`src/l2wr_config.svh`:
```
`ifndef L2WR_CONFIG_SVH
`define L2WR_CONFIG_SVH

// log2 of the words held in one cache line
`define L2WR_OFFSET_WIDTH 2

`define L2WR_LINE_WORDS (1 << `L2WR_OFFSET_WIDTH)

`define L2WR_ADDR_W 32

`define L2WR_WORD_W 32

`endif
```
`src/l2wr_pkg.sv`:
```
`include "l2wr_config.svh"

package l2wr_pkg;

    typedef logic [`L2WR_ADDR_W-1:0]                     addr_t; // byte address
    typedef logic [`L2WR_WORD_W-1:0]                     word_t; // one data beat
    typedef logic [`L2WR_LINE_WORDS*`L2WR_WORD_W-1:0]    line_t; // word 0 in the low bits
    typedef logic [`L2WR_WORD_W/8-1:0]                   strb_t;
    typedef logic [7:0]                                  len_t;  // beats minus one

    typedef enum logic [2:0] {
        idle,
        wrt_w,   // request handed to the write buffer
        dma_aw,
        dma_w,
        dma_b
    } arb_state_t;

    typedef enum logic [1:0] {
        empty,
        aw,
        w,
        b
    } wb_state_t;

endpackage

```
`src/l2_write_path.sv`:
```
`timescale 1ns/10ps

module l2_write_path (
    input  logic                clk,
    input  logic                rstn,

    input  l2wr_pkg::addr_t     req_addr,
    input  l2wr_pkg::line_t     req_line,
    input  l2wr_pkg::strb_t     req_strb,
    input  logic                req_uncached,
    input  logic                req_valid,
    output logic                addr_ok,
    output logic                dma_lock,

    output l2wr_pkg::addr_t     axi_awaddr,
    output l2wr_pkg::len_t      axi_awlen,
    output logic                axi_awvalid,
    input  logic                axi_awready,
    output l2wr_pkg::word_t     axi_wdata,
    output l2wr_pkg::strb_t     axi_wstrb,
    output logic                axi_wvalid,
    input  logic                axi_wready,
    output logic                axi_wlast,
    input  logic                axi_bvalid,
    output logic                axi_bready
);

    l2wr_pkg::addr_t    wb_addr;
    l2wr_pkg::line_t    wb_line;
    l2wr_pkg::strb_t    wb_strb;
    logic               wb_single;
    logic               wb_req;
    logic               wb_ack;
    logic               wb_lock;

    l2wr_pkg::addr_t    bm_awaddr;
    l2wr_pkg::len_t     bm_awlen;
    logic               bm_awvalid;
    logic               bm_awready;
    l2wr_pkg::word_t    bm_wdata;
    l2wr_pkg::strb_t    bm_wstrb;
    logic               bm_wvalid;
    logic               bm_wready;
    logic               bm_wlast;
    logic               bm_bvalid;
    logic               bm_bready;

    write_arbiter i_arbiter (
        .clk          (clk),
        .rstn         (rstn),
        .req_addr     (req_addr),
        .req_line     (req_line),
        .req_strb     (req_strb),
        .req_uncached (req_uncached),
        .req_valid    (req_valid),
        .addr_ok      (addr_ok),
        .dma_lock     (dma_lock),
        .wb_addr      (wb_addr),
        .wb_line      (wb_line),
        .wb_strb      (wb_strb),
        .wb_single    (wb_single),
        .wb_req       (wb_req),
        .wb_ack       (wb_ack),
        .wb_lock      (wb_lock),
        .bm_awaddr    (bm_awaddr),
        .bm_awlen     (bm_awlen),
        .bm_awvalid   (bm_awvalid),
        .bm_awready   (bm_awready),
        .bm_wdata     (bm_wdata),
        .bm_wstrb     (bm_wstrb),
        .bm_wvalid    (bm_wvalid),
        .bm_wready    (bm_wready),
        .bm_wlast     (bm_wlast),
        .bm_bvalid    (bm_bvalid),
        .bm_bready    (bm_bready),
        .axi_awaddr   (axi_awaddr),
        .axi_awlen    (axi_awlen),
        .axi_awvalid  (axi_awvalid),
        .axi_awready  (axi_awready),
        .axi_wdata    (axi_wdata),
        .axi_wstrb    (axi_wstrb),
        .axi_wvalid   (axi_wvalid),
        .axi_wready   (axi_wready),
        .axi_wlast    (axi_wlast),
        .axi_bvalid   (axi_bvalid),
        .axi_bready   (axi_bready)
    );

    write_buffer i_buffer (
        .clk        (clk),
        .rstn       (rstn),
        .wb_addr    (wb_addr),
        .wb_line    (wb_line),
        .wb_strb    (wb_strb),
        .wb_single  (wb_single),
        .wb_req     (wb_req),
        .wb_ack     (wb_ack),
        .wb_lock    (wb_lock),
        .bm_awaddr  (bm_awaddr),
        .bm_awlen   (bm_awlen),
        .bm_awvalid (bm_awvalid),
        .bm_awready (bm_awready),
        .bm_wdata   (bm_wdata),
        .bm_wstrb   (bm_wstrb),
        .bm_wvalid  (bm_wvalid),
        .bm_wready  (bm_wready),
        .bm_wlast   (bm_wlast),
        .bm_bvalid  (bm_bvalid),
        .bm_bready  (bm_bready)
    );

endmodule

```
`src/write_arbiter.sv`:
```
`timescale 1ns/10ps
`include "l2wr_config.svh"

module write_arbiter (
    input  logic                clk,
    input  logic                rstn,

    // cache request
    input  l2wr_pkg::addr_t     req_addr,
    input  l2wr_pkg::line_t     req_line,
    input  l2wr_pkg::strb_t     req_strb,
    input  logic                req_uncached,
    input  logic                req_valid,
    output logic                addr_ok,
    output logic                dma_lock,

    // write buffer request
    output l2wr_pkg::addr_t     wb_addr,
    output l2wr_pkg::line_t     wb_line,
    output l2wr_pkg::strb_t     wb_strb,
    output logic                wb_single,
    output logic                wb_req,
    input  logic                wb_ack,
    input  logic                wb_lock,

    // write buffer channel
    input  l2wr_pkg::addr_t     bm_awaddr,
    input  l2wr_pkg::len_t      bm_awlen,
    input  logic                bm_awvalid,
    output logic                bm_awready,
    input  l2wr_pkg::word_t     bm_wdata,
    input  l2wr_pkg::strb_t     bm_wstrb,
    input  logic                bm_wvalid,
    output logic                bm_wready,
    input  logic                bm_wlast,
    output logic                bm_bvalid,
    input  logic                bm_bready,

    // memory channel
    output l2wr_pkg::addr_t     axi_awaddr,
    output l2wr_pkg::len_t      axi_awlen,
    output logic                axi_awvalid,
    input  logic                axi_awready,
    output l2wr_pkg::word_t     axi_wdata,
    output l2wr_pkg::strb_t     axi_wstrb,
    output logic                axi_wvalid,
    input  logic                axi_wready,
    output logic                axi_wlast,
    input  logic                axi_bvalid,
    output logic                axi_bready
);

    l2wr_pkg::arb_state_t   state;
    l2wr_pkg::arb_state_t   state_nxt;

    always_ff @(posedge clk) begin
        if (!rstn) begin
            state <= l2wr_pkg::idle;
        end else begin
            state <= state_nxt;
        end
    end

    always_comb begin
        state_nxt = state;
        case (state)
            l2wr_pkg::idle: begin
                if (req_valid) begin
                    // an uncached write goes direct only if nothing is queued ahead of it
                    if (req_uncached && !wb_lock) begin
                        state_nxt = l2wr_pkg::dma_aw;
                    end else begin
                        state_nxt = l2wr_pkg::wrt_w;
                    end
                end
            end
            l2wr_pkg::wrt_w: begin
                if (wb_ack) begin
                    state_nxt = l2wr_pkg::idle;
                end
            end
            l2wr_pkg::dma_aw: begin
                if (axi_awready) begin
                    state_nxt = l2wr_pkg::dma_w;
                end
            end
            l2wr_pkg::dma_w: begin
                if (axi_wready) begin
                    state_nxt = l2wr_pkg::dma_b;
                end
            end
            l2wr_pkg::dma_b: begin
                if (axi_bvalid) begin
                    state_nxt = l2wr_pkg::idle;
                end
            end
            default: begin
                state_nxt = l2wr_pkg::idle;
            end
        endcase
    end

    // request side
    always_comb begin
        addr_ok   = 1'b0;
        dma_lock  = 1'b0;
        wb_req    = 1'b0;
        wb_addr   = req_addr;
        wb_line   = req_line;
        wb_strb   = req_strb;
        wb_single = req_uncached; // queued uncached write keeps its strobe
        case (state)
            l2wr_pkg::idle: begin
                dma_lock = (state_nxt == l2wr_pkg::dma_aw);
            end
            l2wr_pkg::wrt_w: begin
                wb_req  = req_valid;
                addr_ok = wb_ack;
            end
            l2wr_pkg::dma_aw,
            l2wr_pkg::dma_w: begin
                dma_lock = 1'b1;
            end
            l2wr_pkg::dma_b: begin
                dma_lock = 1'b1;
                addr_ok  = axi_bvalid; // done once memory answers
            end
            default: ;
        endcase
    end

    // memory channel owner
    always_comb begin
        bm_awready  = 1'b0;
        bm_wready   = 1'b0;
        bm_bvalid   = 1'b0;
        axi_awaddr  = req_addr;
        axi_awlen   = '0;
        axi_awvalid = 1'b0;
        axi_wdata   = req_line[`L2WR_WORD_W-1:0]; // direct write uses word 0
        axi_wstrb   = req_strb;
        axi_wvalid  = 1'b0;
        axi_wlast   = 1'b0;
        axi_bready  = 1'b0;
        case (state)
            l2wr_pkg::idle,
            l2wr_pkg::wrt_w: begin
                axi_awaddr  = bm_awaddr;
                axi_awlen   = bm_awlen;
                axi_awvalid = bm_awvalid;
                axi_wdata   = bm_wdata;
                axi_wstrb   = bm_wstrb;
                axi_wvalid  = bm_wvalid;
                axi_wlast   = bm_wlast;
                axi_bready  = bm_bready;
                bm_awready  = axi_awready;
                bm_wready   = axi_wready;
                bm_bvalid   = axi_bvalid;
            end
            l2wr_pkg::dma_aw: begin
                axi_awvalid = 1'b1;
            end
            l2wr_pkg::dma_w: begin
                axi_wvalid = 1'b1;
                axi_wlast  = 1'b1; // single beat
            end
            l2wr_pkg::dma_b: begin
                axi_bready = 1'b1;
            end
            default: ;
        endcase
    end

endmodule

```
`src/write_buffer.sv`:
```
`timescale 1ns/10ps
`include "l2wr_config.svh"

module write_buffer (
    input  logic                clk,
    input  logic                rstn,

    input  l2wr_pkg::addr_t     wb_addr,
    input  l2wr_pkg::line_t     wb_line,
    input  l2wr_pkg::strb_t     wb_strb,
    input  logic                wb_single,
    input  logic                wb_req,
    output logic                wb_ack,
    output logic                wb_lock,

    output l2wr_pkg::addr_t     bm_awaddr,
    output l2wr_pkg::len_t      bm_awlen,
    output logic                bm_awvalid,
    input  logic                bm_awready,
    output l2wr_pkg::word_t     bm_wdata,
    output l2wr_pkg::strb_t     bm_wstrb,
    output logic                bm_wvalid,
    input  logic                bm_wready,
    output logic                bm_wlast,
    input  logic                bm_bvalid,
    output logic                bm_bready
);

    l2wr_pkg::wb_state_t            state;
    l2wr_pkg::wb_state_t            state_nxt;

    l2wr_pkg::addr_t                e_addr;
    l2wr_pkg::line_t                e_line;
    l2wr_pkg::strb_t                e_strb;
    logic                           e_single;

    logic [`L2WR_OFFSET_WIDTH-1:0]  beat_cnt;
    logic                           last_beat;
    logic                           capture;

    // entry takes a request only when nothing is pending
    assign capture   = wb_req && (state == l2wr_pkg::empty);
    assign wb_ack    = capture;
    assign wb_lock   = (state != l2wr_pkg::empty);

    assign last_beat = e_single || (&beat_cnt); // single beat or final word of the line

    always_ff @(posedge clk) begin
        if (!rstn) begin
            state <= l2wr_pkg::empty;
        end else begin
            state <= state_nxt;
        end
    end

    always_comb begin
        state_nxt = state;
        case (state)
            l2wr_pkg::empty: begin
                if (capture) begin
                    state_nxt = l2wr_pkg::aw;
                end
            end
            l2wr_pkg::aw: begin
                if (bm_awready) begin
                    state_nxt = l2wr_pkg::w;
                end
            end
            l2wr_pkg::w: begin
                if (bm_wready && last_beat) begin
                    state_nxt = l2wr_pkg::b;
                end
            end
            l2wr_pkg::b: begin
                if (bm_bvalid) begin
                    state_nxt = l2wr_pkg::empty; // entry freed on the response
                end
            end
            default: begin
                state_nxt = l2wr_pkg::empty;
            end
        endcase
    end

    always_ff @(posedge clk) begin
        if (capture) begin
            e_addr   <= wb_addr;
            e_line   <= wb_line;
            e_strb   <= wb_strb;
            e_single <= wb_single;
        end
    end

    always_ff @(posedge clk) begin
        if (!rstn) begin
            beat_cnt <= '0;
        end else if (state == l2wr_pkg::aw) begin
            beat_cnt <= '0;
        end else if (state == l2wr_pkg::w && bm_wready) begin
            beat_cnt <= beat_cnt + 1'b1;
        end
    end

    // payload follows the entry, the valids gate it
    always_comb begin
        bm_awaddr  = e_addr;
        bm_awlen   = e_single ? '0 : l2wr_pkg::len_t'(`L2WR_LINE_WORDS - 1);
        bm_wdata   = e_line[beat_cnt*`L2WR_WORD_W +: `L2WR_WORD_W];
        bm_wstrb   = e_single ? e_strb : '1;
        bm_awvalid = (state == l2wr_pkg::aw);
        bm_wvalid  = (state == l2wr_pkg::w);
        bm_wlast   = (state == l2wr_pkg::w) && last_beat;
        bm_bready  = (state == l2wr_pkg::b);
    end

endmodule

```
`config.mk`:
```
export PLATFORM = sky130hd
export DESIGN_NAME = l2_write_path
export DESIGN_NICKNAME = d
export VERILOG_FILES = /design/src/l2wr_pkg.sv /design/src/l2_write_path.sv /design/src/write_arbiter.sv /design/src/write_buffer.sv
export VERILOG_INCLUDE_DIRS = /design/src /design/src/src
export SDC_FILE = /design/constraint.sdc
export NUM_CORES = 1
export LEC_CHECK = 0
export ABC_AREA = 1
export BUFFER_PORTS_ARGS = -buffer_cell sky130_fd_sc_hd__buf_2
export CORE_MARGIN = 2
export CORE_UTILIZATION = 40
export DETAILED_ROUTE_END_ITERATION = 8
export PLACE_DENSITY = 0.67
export SLEW_MARGIN = 20
export SYNTH_ARGS = -nofsm -noshare
export SYNTH_HDL_FRONTEND = slang
export SYNTH_SLANG_ARGS = --single-unit
```
`constraint.sdc`:
```
create_clock -name clk -period 24.4 [get_ports clk]
set_input_delay 2.44 -clock clk [delete_from_list [all_inputs] [get_ports clk]]
set_output_delay 2.44 -clock clk [all_outputs]
set_load 0.02 [all_outputs]
```
Word-level counts from Yosys, hierarchy flattened --
Index checks and enable logic that the tools add are counted.
Cells by class: reductions and logical operators 15, $add $sub $neg 1, multiplexer cells 28, shift operators 1, bitwise gates (word level) 1, equality and inequality tests 12
Operator list (number):
- indexed part select 128 x 8 -> 32 bit | 1
- two-way mux 32 bit | 2
- two-way mux 3 bit | 5
- case mux 3 bit (5 select lines) | 1
- two-way mux 2 bit | 6
- case mux 1 bit (2 select lines) | 6
- == test 3 x 2 -> 1 bit (second input constant) | 3
- two-way mux 4 bit | 2
- two-way mux 8 bit | 1
- case mux 2 bit (4 select lines) | 1
- inequality test 2 bit (second input constant) | 3
- logical AND 1 bit | 5
- == test 2 bit (second input constant) | 2
- two-way mux 1 bit | 4
- AND reduction 4 bit | 1
- OR reduction 2 bit | 2
- == test 3 x 1 -> 1 bit (second input constant) | 1
- == test 3 bit (second input constant) | 1
- zero test 3 bit | 1
- OR reduction 3 bit | 1
- adder 2 x 1 -> 2 bit (second input constant) | 1
- == test 2 x 1 -> 1 bit (second input constant) | 1
- zero test 2 bit | 1
- inequality test 2 x 1 -> 1 bit (second input constant) | 1
- 5 further kinds | 5
Storage, ports and cells: flip-flop bits (word level) 172, output and inout bits 82, logic and storage cells 65

Logic depth before layout (Yosys ltp) --
Gate-level depths: netlist of the first run.
depth after elaboration 8, gate-level depth with buffers 10

Modules after synthesis --
From an unflattened synthesis of the first run, not the netlist that was laid out.
Unflattened totals: cells, all modules 858, area total of the unflattened synthesis 8677.1 um2
By module, submodules not included:
- write_buffer | area an instance 6234.7 um2, sequential area each 5034.8 um2, cells each 403, instances 1
- write_arbiter | area an instance 2442.3 um2, sequential area each 60.1 um2, cells each 455, instances 1

Worst setup path after synthesis of the first run --
Ideal clock, no wire load.
path kind in2reg, start point input port req_valid, end point register i_buffer.e_addr[0] (netlist: i_buffer.bm_awaddr[0]) (enable), cell stages on the path 2, data required time 23.708 ns, slack 14.327 ns, data arrival time 9.381 ns, library setup time 0.692 ns, path through nand3_2 -> nor2_1
On the way: word-level cells in the longest chain between the ends 2
Ends and longest elaborated chain:
- start, declared | RTL line l2_write_path.sv:11 | input logic req_valid,
- two-way mux 1 bit | RTL line write_arbiter.sv:112 | case (state)
- logical AND 1 bit | RTL line write_buffer.sv:42 | assign capture = wb_req && (state == l2wr_pkg::empty);
- named net i_arbiter.wb_ack | RTL line write_arbiter.sv:23 | input logic wb_ack,
- end signal, assigned | RTL line write_buffer.sv:87 | e_addr <= wb_addr;
- end, declared | RTL line write_buffer.sv:32 | l2wr_pkg::addr_t e_addr;
The timed path passes the listed nets, and every way through them passes these cells. A chain may end at the register's enable or synchronous reset.

Worst setup path in the final report of the first run --
start point input port req_valid, end point output port dma_lock
On the way: word-level cells in the longest chain between the ends 6, elaborated cells on any way between the ends 7, those cells by class 1 x eq/ne; 5 x mux; 1 x reduce/logical
Ends and longest elaborated chain:
- two-way mux 1 bit | RTL line write_arbiter.sv:112
- logical AND 1 bit | RTL line write_buffer.sv:42
- two-way mux 3 bit | RTL line write_arbiter.sv:78 | if (wb_ack) begin
- case mux 3 bit (5 select lines) * | RTL line write_arbiter.sv:66 | case (state)
- == test 3 x 2 -> 1 bit * | RTL line write_arbiter.sv:114 | dma_lock = (state_nxt == l2wr_pkg::dma_aw);
- case mux 1 bit (2 select lines) * | RTL line write_arbiter.sv:112
- end, declared | RTL line l2_write_path.sv:13 | output logic dma_lock,
Every way passes the cells marked *; elsewhere a longest branch is shown, timed or not.

==> impl_results.md, run 1 <==
* Critical path endpoint category: output pin
* Hold/Removal Path Class: reg2reg
* Post-synth cell types at 25
* Seq/Total Area, Yosys at between 60% and 70%
* Tmin final at about 5.5 ns
* Hold-fix buffers, CTS at 0
* Comb pwr share at around 31%
* Layout cells sized above 1 at 32.12%
* Maximum fanout along the worst path at 5
* Largest net degree at the start of global routing at 80
* Die width at 139.3 um
* Initial core utilization at 40.79%
* # clock sinks at approximately 170
* Final Setup Violations at 0
* Internal at 0.0005911 W
* Critical path class: in2out
* Worst slack, placed at between 15 and 20 ns
* CP arrival at 3.06 ns
* Clock buffer count from CTS at 17
* Seq pwr share at about two fifths
* R2R Path Start: i_buffer.state[0]
* Hold Fails Final Rpt at 0
* Cell Pwr Density at around 100 nW/um^2
* Vias in the first global route at around 5600
* First-pass DRT Iterations at 4
* Post-CTS Setup Bufs at 0
* Filler cell count at ~1700
* Worst-margin pin slew at 1.021 ns
* Final core area utilization at approximately half
* # rows at between 40 and 50
* Synth warn at 0
* Syn Std Cell Area at between 7000 and 8000 um^2
* GRT Resource Usage Total at between 10% and 20%
* Simple-gate share of the synthesized area at approximately 16%
* Hold endpoint: i_buffer.state[1]
* Largest family of logic cells by synthesized area: simple AND/OR/NAND/NOR gates
* R2R Path End: i_buffer.e_line[7]
* First-pass GRT wire length at 28.79 mm
* Status: complete, no violations
* Reg clk slew, reported paths at around 0.070 ns
* Hold Path Stages at 2
* Worst skew pair latency at between 0.4 and 0.5 ns
* Switching Fraction at about 36%
* Hold Startpoint: i_buffer.state[1]
* H-tree depth at 4
* Reported max-cap violation count at 0
* DR vias/cell at about 4.9
* DRC viols at 0
* Post-DP HPWL at roughly 11 mm
* Post-Synthesis Cells at between 600 and 700
* CTS resizes at 0
* Clock power share at 28.5%
* Worst setup margin at approximately 19 ns
* Max Slew Vio Count at 0
* FMAX at approximately 0.18 GHz
* Total power draw at 0.0009186 W
* P&R area growth vs syn at 25.67%
* Number of cells after detailed placement at roughly 1100
* Longest Clk Path Bufs at 2
* RSZ-0062 raised after global routing: false
* Post-Route WL at approximately 18 mm
* DR vias at ~5600
* Synth Area in XOR/XNOR at 0%
* Critical Path RT at approximately 22 ns
* GRT overflow at 0
* Diode count at 0
* Antenna violations before repair at 0
* Maximum vdd ir drop at just under 70 uV
* Avg Cell Area, Syn at between 10 and 15 um^2
* CTS tree: yes
* #FFs+latches synth at approximately 170
* # IOs at ~250
* Routed WL per cell at around 16 um
* Layout Cells excl Fill at around 1100
* GPL Wtd Cong at 0.8683
* Worst Clk Skew at 0.01161 ns
* Core area at roughly 18000 um^2
* Starting DRT DRC Count at between 300 and 400
* Antenna Nets Post-Route at 0
* FF-to-FF path depth at 5
* Mux contribution to synthesized area at 0%
* R2R setup slack at about 22 ns
* Die Ht at around 140 um
* Root buf cell: clkbuf_16
* Period utilization at between 20% and 30%
* PortBufs at 246
* Complex-gate fraction of the synthesized area at roughly 8.3%
* Critical Path Start Type: input port
* Synth Area in Adders at between 1 and 1.5%
* Total Neg Setup Slack at 0 ns
* Max-slew headroom at between 30% and 40%
* Final #Nets at 1070
* P_sw at 0.0003275 W
* LEAKAGE at between 3 and 4 nW
* Die ar. at 19420 um^2
==> power groups by stage <==
stage | Sequential, W | Clock (W) | Combinational [W]
2_1_floorplan | 0.000386 | 0 | 0.000197
3_3_place_gp | 0.000380 | 0 | 0.000283
3_5_place_dp | 0.000381 | 0 | 0.000285
4_1_cts | 0.000374 | 0.000267 | 0.000286
5_1_grt | 0.000377 | 0.000281 | 0.000314
6_report | 0.000374 | 0.000261 | 0.000283
==> worst max-delay path: stages <==
cell	delay, ns
buf_2	0.12
nand3_1	0.09
o21ai_0	0.09
nand2_1	0.09
nand3_1	0.07
buf_2	0.16
==> kinds of logic after synthesis <==
group                      count (synthesis)
and+or+nand+nor                          311
DFF                                      172
AOI/OAI and AO/OA                        112
buffers and inverters                     57
adders and majority gates                  6
other                                      1
==> layout by cell type (no fill, tap or decap), types with 9 or more instances in the layout <==
master / n
o22ai_1: 33
nor2_1: 75
edfxtp_1: 165
inv_1: 13
nand3_1: 9
buf_2: 246
o21ai_0: 66
nand2_1: 222
clkbuf_16: 17
==> cells in the mapped netlist <==
cell | instances | area share (%)
inv_4 | 1 | 0.085
inv_2 | 1 | 0.051
buf_6 | 7 | 1.1
o32ai_1 | 1 | 0.12
clkbuf_2 | 1 | 0.068
nand3_2 | 1 | 0.14
buf_2 | 13 | 0.89
inv_1 | 13 | 0.67
clkbuf_1 | 8 | 0.41
nand3_1 | 9 | 0.61
edfxtp_1 | 165 | 68
o21ai_0 | 66 | 4.5
conb_1 | 1 | 0.051
ha_1 | 6 | 1.0
a31oi_1 | 1 | 0.085
buf_4 | 13 | 1.3
a21oi_1 | 4 | 0.27
o22ai_1 | 33 | 2.8
o21ai_1 | 6 | 0.41
o21ai_2 | 1 | 0.12
nor2_1 | 76 | 3.9
nand2_4 | 1 | 0.15
dfxtp_1 | 7 | 1.9
nor2_4 | 2 | 0.31
nand2_1 | 222 | 11
==> metrics by stage <==
stage / hold slack (ns) / area [um^2]
3_3_place_gp: 0.5175 / 8641
5_1_grt: 0.5567 / 9208
4_1_cts: 0.5434 / 9208
6_report: 0.5319 / 9208
2_1_floorplan: 0.4973 / 7346
3_5_place_dp: 0.5304 / 8641
==> worst max-delay path by stage <==
stage,endpoint,start,cells after the start
after floorplan,i_buffer.bm_awaddr[0],req_valid,2
after global placement,dma_lock,req_valid,6
after CTS,dma_lock,req_valid,6
after detailed placement,dma_lock,req_valid,6
final,dma_lock,req_valid,6
after global routing,dma_lock,req_valid,6
==> state kept, by name (all words and copies together), names as in the netlist <==
register / flops
i_buffer.beat_cnt: 2
i_buffer.bm_awaddr: 32
i_arbiter.state: 3
i_buffer.state: 2
i_buffer.e_single: 1
i_buffer.e_strb: 4
i_buffer.e_line: 128
==> metal layers <==
layer	vias to the layer above	wire (um)	global-route usage, %
li1	2731	-	-
met1	2652	7901	24.74
met2	202	8859	31.35
met3	14	1201	4.095
met4	0	216	5.423
met5	-	0	0
==> final cells by class <==
| class | instances | area [um^2] | share of cell area [%] |
|---|---|---|---|
| sequential | 172 | 5096 | 55.35 |
| multi-input combinational | 435 | 1923 | 20.89 |
| timing repair buffer | 252 | 1276 | 13.86 |
| clock buffer | 18 | 429.2 | 4.661 |
| tap | 229 | 286.5 | 3.112 |
| clock inverter | 14 | 137.6 | 1.495 |
| inverter | 15 | 58.81 | 0.6387 |
Power figures use the tool's default switching activity.
==> run 2, diff against run 1 <==
- clock period: 24.4 -> 5.74 ns (I/O delays scaled with it)
==> impl_results.md, run 2 (synthesized netlist as in run 1, its figures left out) <==
* Critical Path Start Type: register (was input port)
* First-pass GRT wire length at 27.66 mm (was 28.79 mm)
* Root buf cell: clkbuf_16 (unchanged)
* Critical path class: reg2out (was in2out)
* Final Setup Violations at 0 (unchanged)
* Number of cells after detailed placement at 1101 (was 1103)
* Hold/Removal Path Class: in2reg (was reg2reg)
* Max Slew Vio Count at 0 (unchanged)
* Clock buffer count from CTS at 17 (unchanged)
* GRT Resource Usage Total at 18.20% (was 18.76%)
* Most frequent cells in the layout: 246 x buf_2, 222 x nand2_1, 165 x edfxtp_1 (unchanged)
* Reg area at 5096 um^2 (unchanged)
* H-tree depth at 4 (unchanged)
* GRT overflow at 0 (unchanged)
* DR vias at 5559 (was 5599)
* Die width at 139.3 um (unchanged)
* Max-slew headroom at 40.00% (was 31.96%)
* Worst-margin pin slew at 0.9000 ns (was 1.021 ns)
* Critical path endpoint category: output pin (unchanged)
* Total Neg Setup Slack at 0 ns (unchanged)
* Reported max-cap violation count at 0 (unchanged)
* Antenna Nets Post-Route at 0 (unchanged)
* GPL Wtd Cong at 0.8426 (was 0.8683)
* Worst hold slack at 0.3264 ns (was 0.5319 ns)
* Post-Route WL at 17.65 mm (was 18.18 mm)
* Die ar. at 19420 um^2 (unchanged)
* # rows at 49 (unchanged)
* CTS tree: yes (unchanged)
* Layout cells sized above 1 at 31.97% (was 32.12%)
* Status: complete, no violations (unchanged)
* Initial core utilization at 40.79% (unchanged)
* R2R Path Start: i_buffer.state[1] (was i_buffer.state[0])
* FMAX at roughly 0.32 GHz
* Filler cell count at 1622 (was 1667)
* Critical Path RT at 5.17 ns (was 21.96 ns)
* Maximum fanout along the worst path at 66 (was 5)
* Vias in the first global route at 5425 (was 5566)
* # clock sinks at 172 (unchanged)
* Worst setup startpoint: i_buffer.beat_cnt[0] (was req_valid)
* Core area at 17960 um^2 (unchanged)
* Routed WL per cell at 15.57 um (was 16.02 um)
* Post-DP HPWL at 11.24 mm (was 11.43 mm)
* Period utilization at a little over half
* Reg clk slew, reported paths at 0.07 ns (about the same)
* First-pass DRT Iterations at 5 (was 4)
* DR vias/cell at 4.902 (was 4.933)
* # IOs at 253 (unchanged)
* Post-CTS Setup Bufs at 0 (unchanged)
* RSZ-0062 raised after global routing: false (unchanged)
* Most flops, register: i_buffer.e_line (unchanged)
* Commonest non-fill, non-tap cell in the layout: buf_2 (unchanged)
* Final core area utilization at 51.29% (was 51.26%)
* Worst skew pair latency at 0.42 ns (was 0.41 ns)
* Largest net degree at the start of global routing at 164 (was 80)
* Number of flip-flops in the largest register at 128 (unchanged)
* Die Ht at 139.3 um (unchanged)
* Starting DRT DRC Count at 338 (was 318)
* Worst Clk Skew at 0.008120 ns (was 0.01161 ns)
* Antenna violations before repair at 1 (was 0)
* Final #Nets at 1068 (was 1070)
* P&R area growth vs syn at 25.73% (was 25.67%)
* PortBufs at 246 (unchanged)
* CTS resizes at 0 (unchanged)
* DRC viols at 0 (unchanged)
* Hold Fails Final Rpt at 0 (unchanged)
* Hold-fix buffers, CTS at 0 (unchanged)
* Area of the multi-input gates at 1923 um^2 (unchanged)
* Longest Clk Path Bufs at 2 (unchanged)
* Hold Startpoint: req_line[93] (was i_buffer.state[1])
* Maximum vdd ir drop at 306.3 uV (was 68.07 uV)
* Layout Cells excl Fill at 1134 (was 1135)
* LEAKAGE at 3.925 nW (was 3.941 nW)
* Tmin final at approximately 3.1 ns
* Total power draw at 0.003895 W (was 0.0009186 W)
* Cell Pwr Density at 422.8 nW/um^2 (was 99.76 nW/um^2)
* CP arrival at 2.57 ns (was 3.06 ns)
==> run 2: changes by cell type in the layout (fill, tap and decap cells not counted) <==
cell and change:
inv_2 +1, buf_12 +1, diode_2 +1, inv_8 -3, clkinv_1 +1, clkinv_4 -4, inv_1 -1, clkinvlp_4 +3
buf_4 -3, inv_6 +2, bufinv_16 +1
==> run 2: power by group <==
part | switching [W] | internal (W) | leakage (nW) | total [W]
sequential | 0.0000437 | 0.00154 | 1.56 | 0.00158
combinational | 0.000834 | 0.000364 | 2.10 | 0.00120
clock | 0.000471 | 0.000641 | 0.269 | 0.00111
==> run 2: cell type report <==
type,instances,share of cell area (%)
Timing Repair Buffer,250,13.83
Tap cell,229,3.110
Multi-Input combinational cell,435,20.87
Sequential cell,172,55.32
Antenna cell,1,0.02716
Clock buffer,18,4.658
Inverter,15,0.6383
Clock inverter,14,1.548
==> run 2: path summary, 6_finish.rpt <==
check	end	slack, ns	cells past startpoint
setup / recovery	axi_wdata[0]	2.59	7
hold / removal	i_buffer.e_line[93]	0.33	1
setup reg to reg	i_buffer.e_line[100]	3.63	5
hold reg to reg	i_buffer.state[0]	0.52	2
==> run 2: layer usage <==
layer	vias to the layer above	global-route usage, %	part of all wire, %
met1	2565	23.25	42
met2	226	29.28	48
met5	-	0	0
li1	2737	-	-
met3	31	5.712	7.9
met4	0	6.699	2.3
==> run 2: worst max-delay path, cell delays in order, from the launching register on <==
cell and delay [ns]:
dfxtp_2 0.48, buf_4 0.52, inv_4 0.38, o21ai_0 0.33, o22ai_1 0.11, nand2_1 0.08
nand2_1 0.06, buf_2 0.15
==> run 2: metrics by stage <==
stage	worst slack, ns	instance area, um^2
detailed placement	3.013	8638
global placement	2.969	8638
finish	2.594	9213
floorplan	0.2929	7348
global route	2.357	9213
CTS	2.549	9210
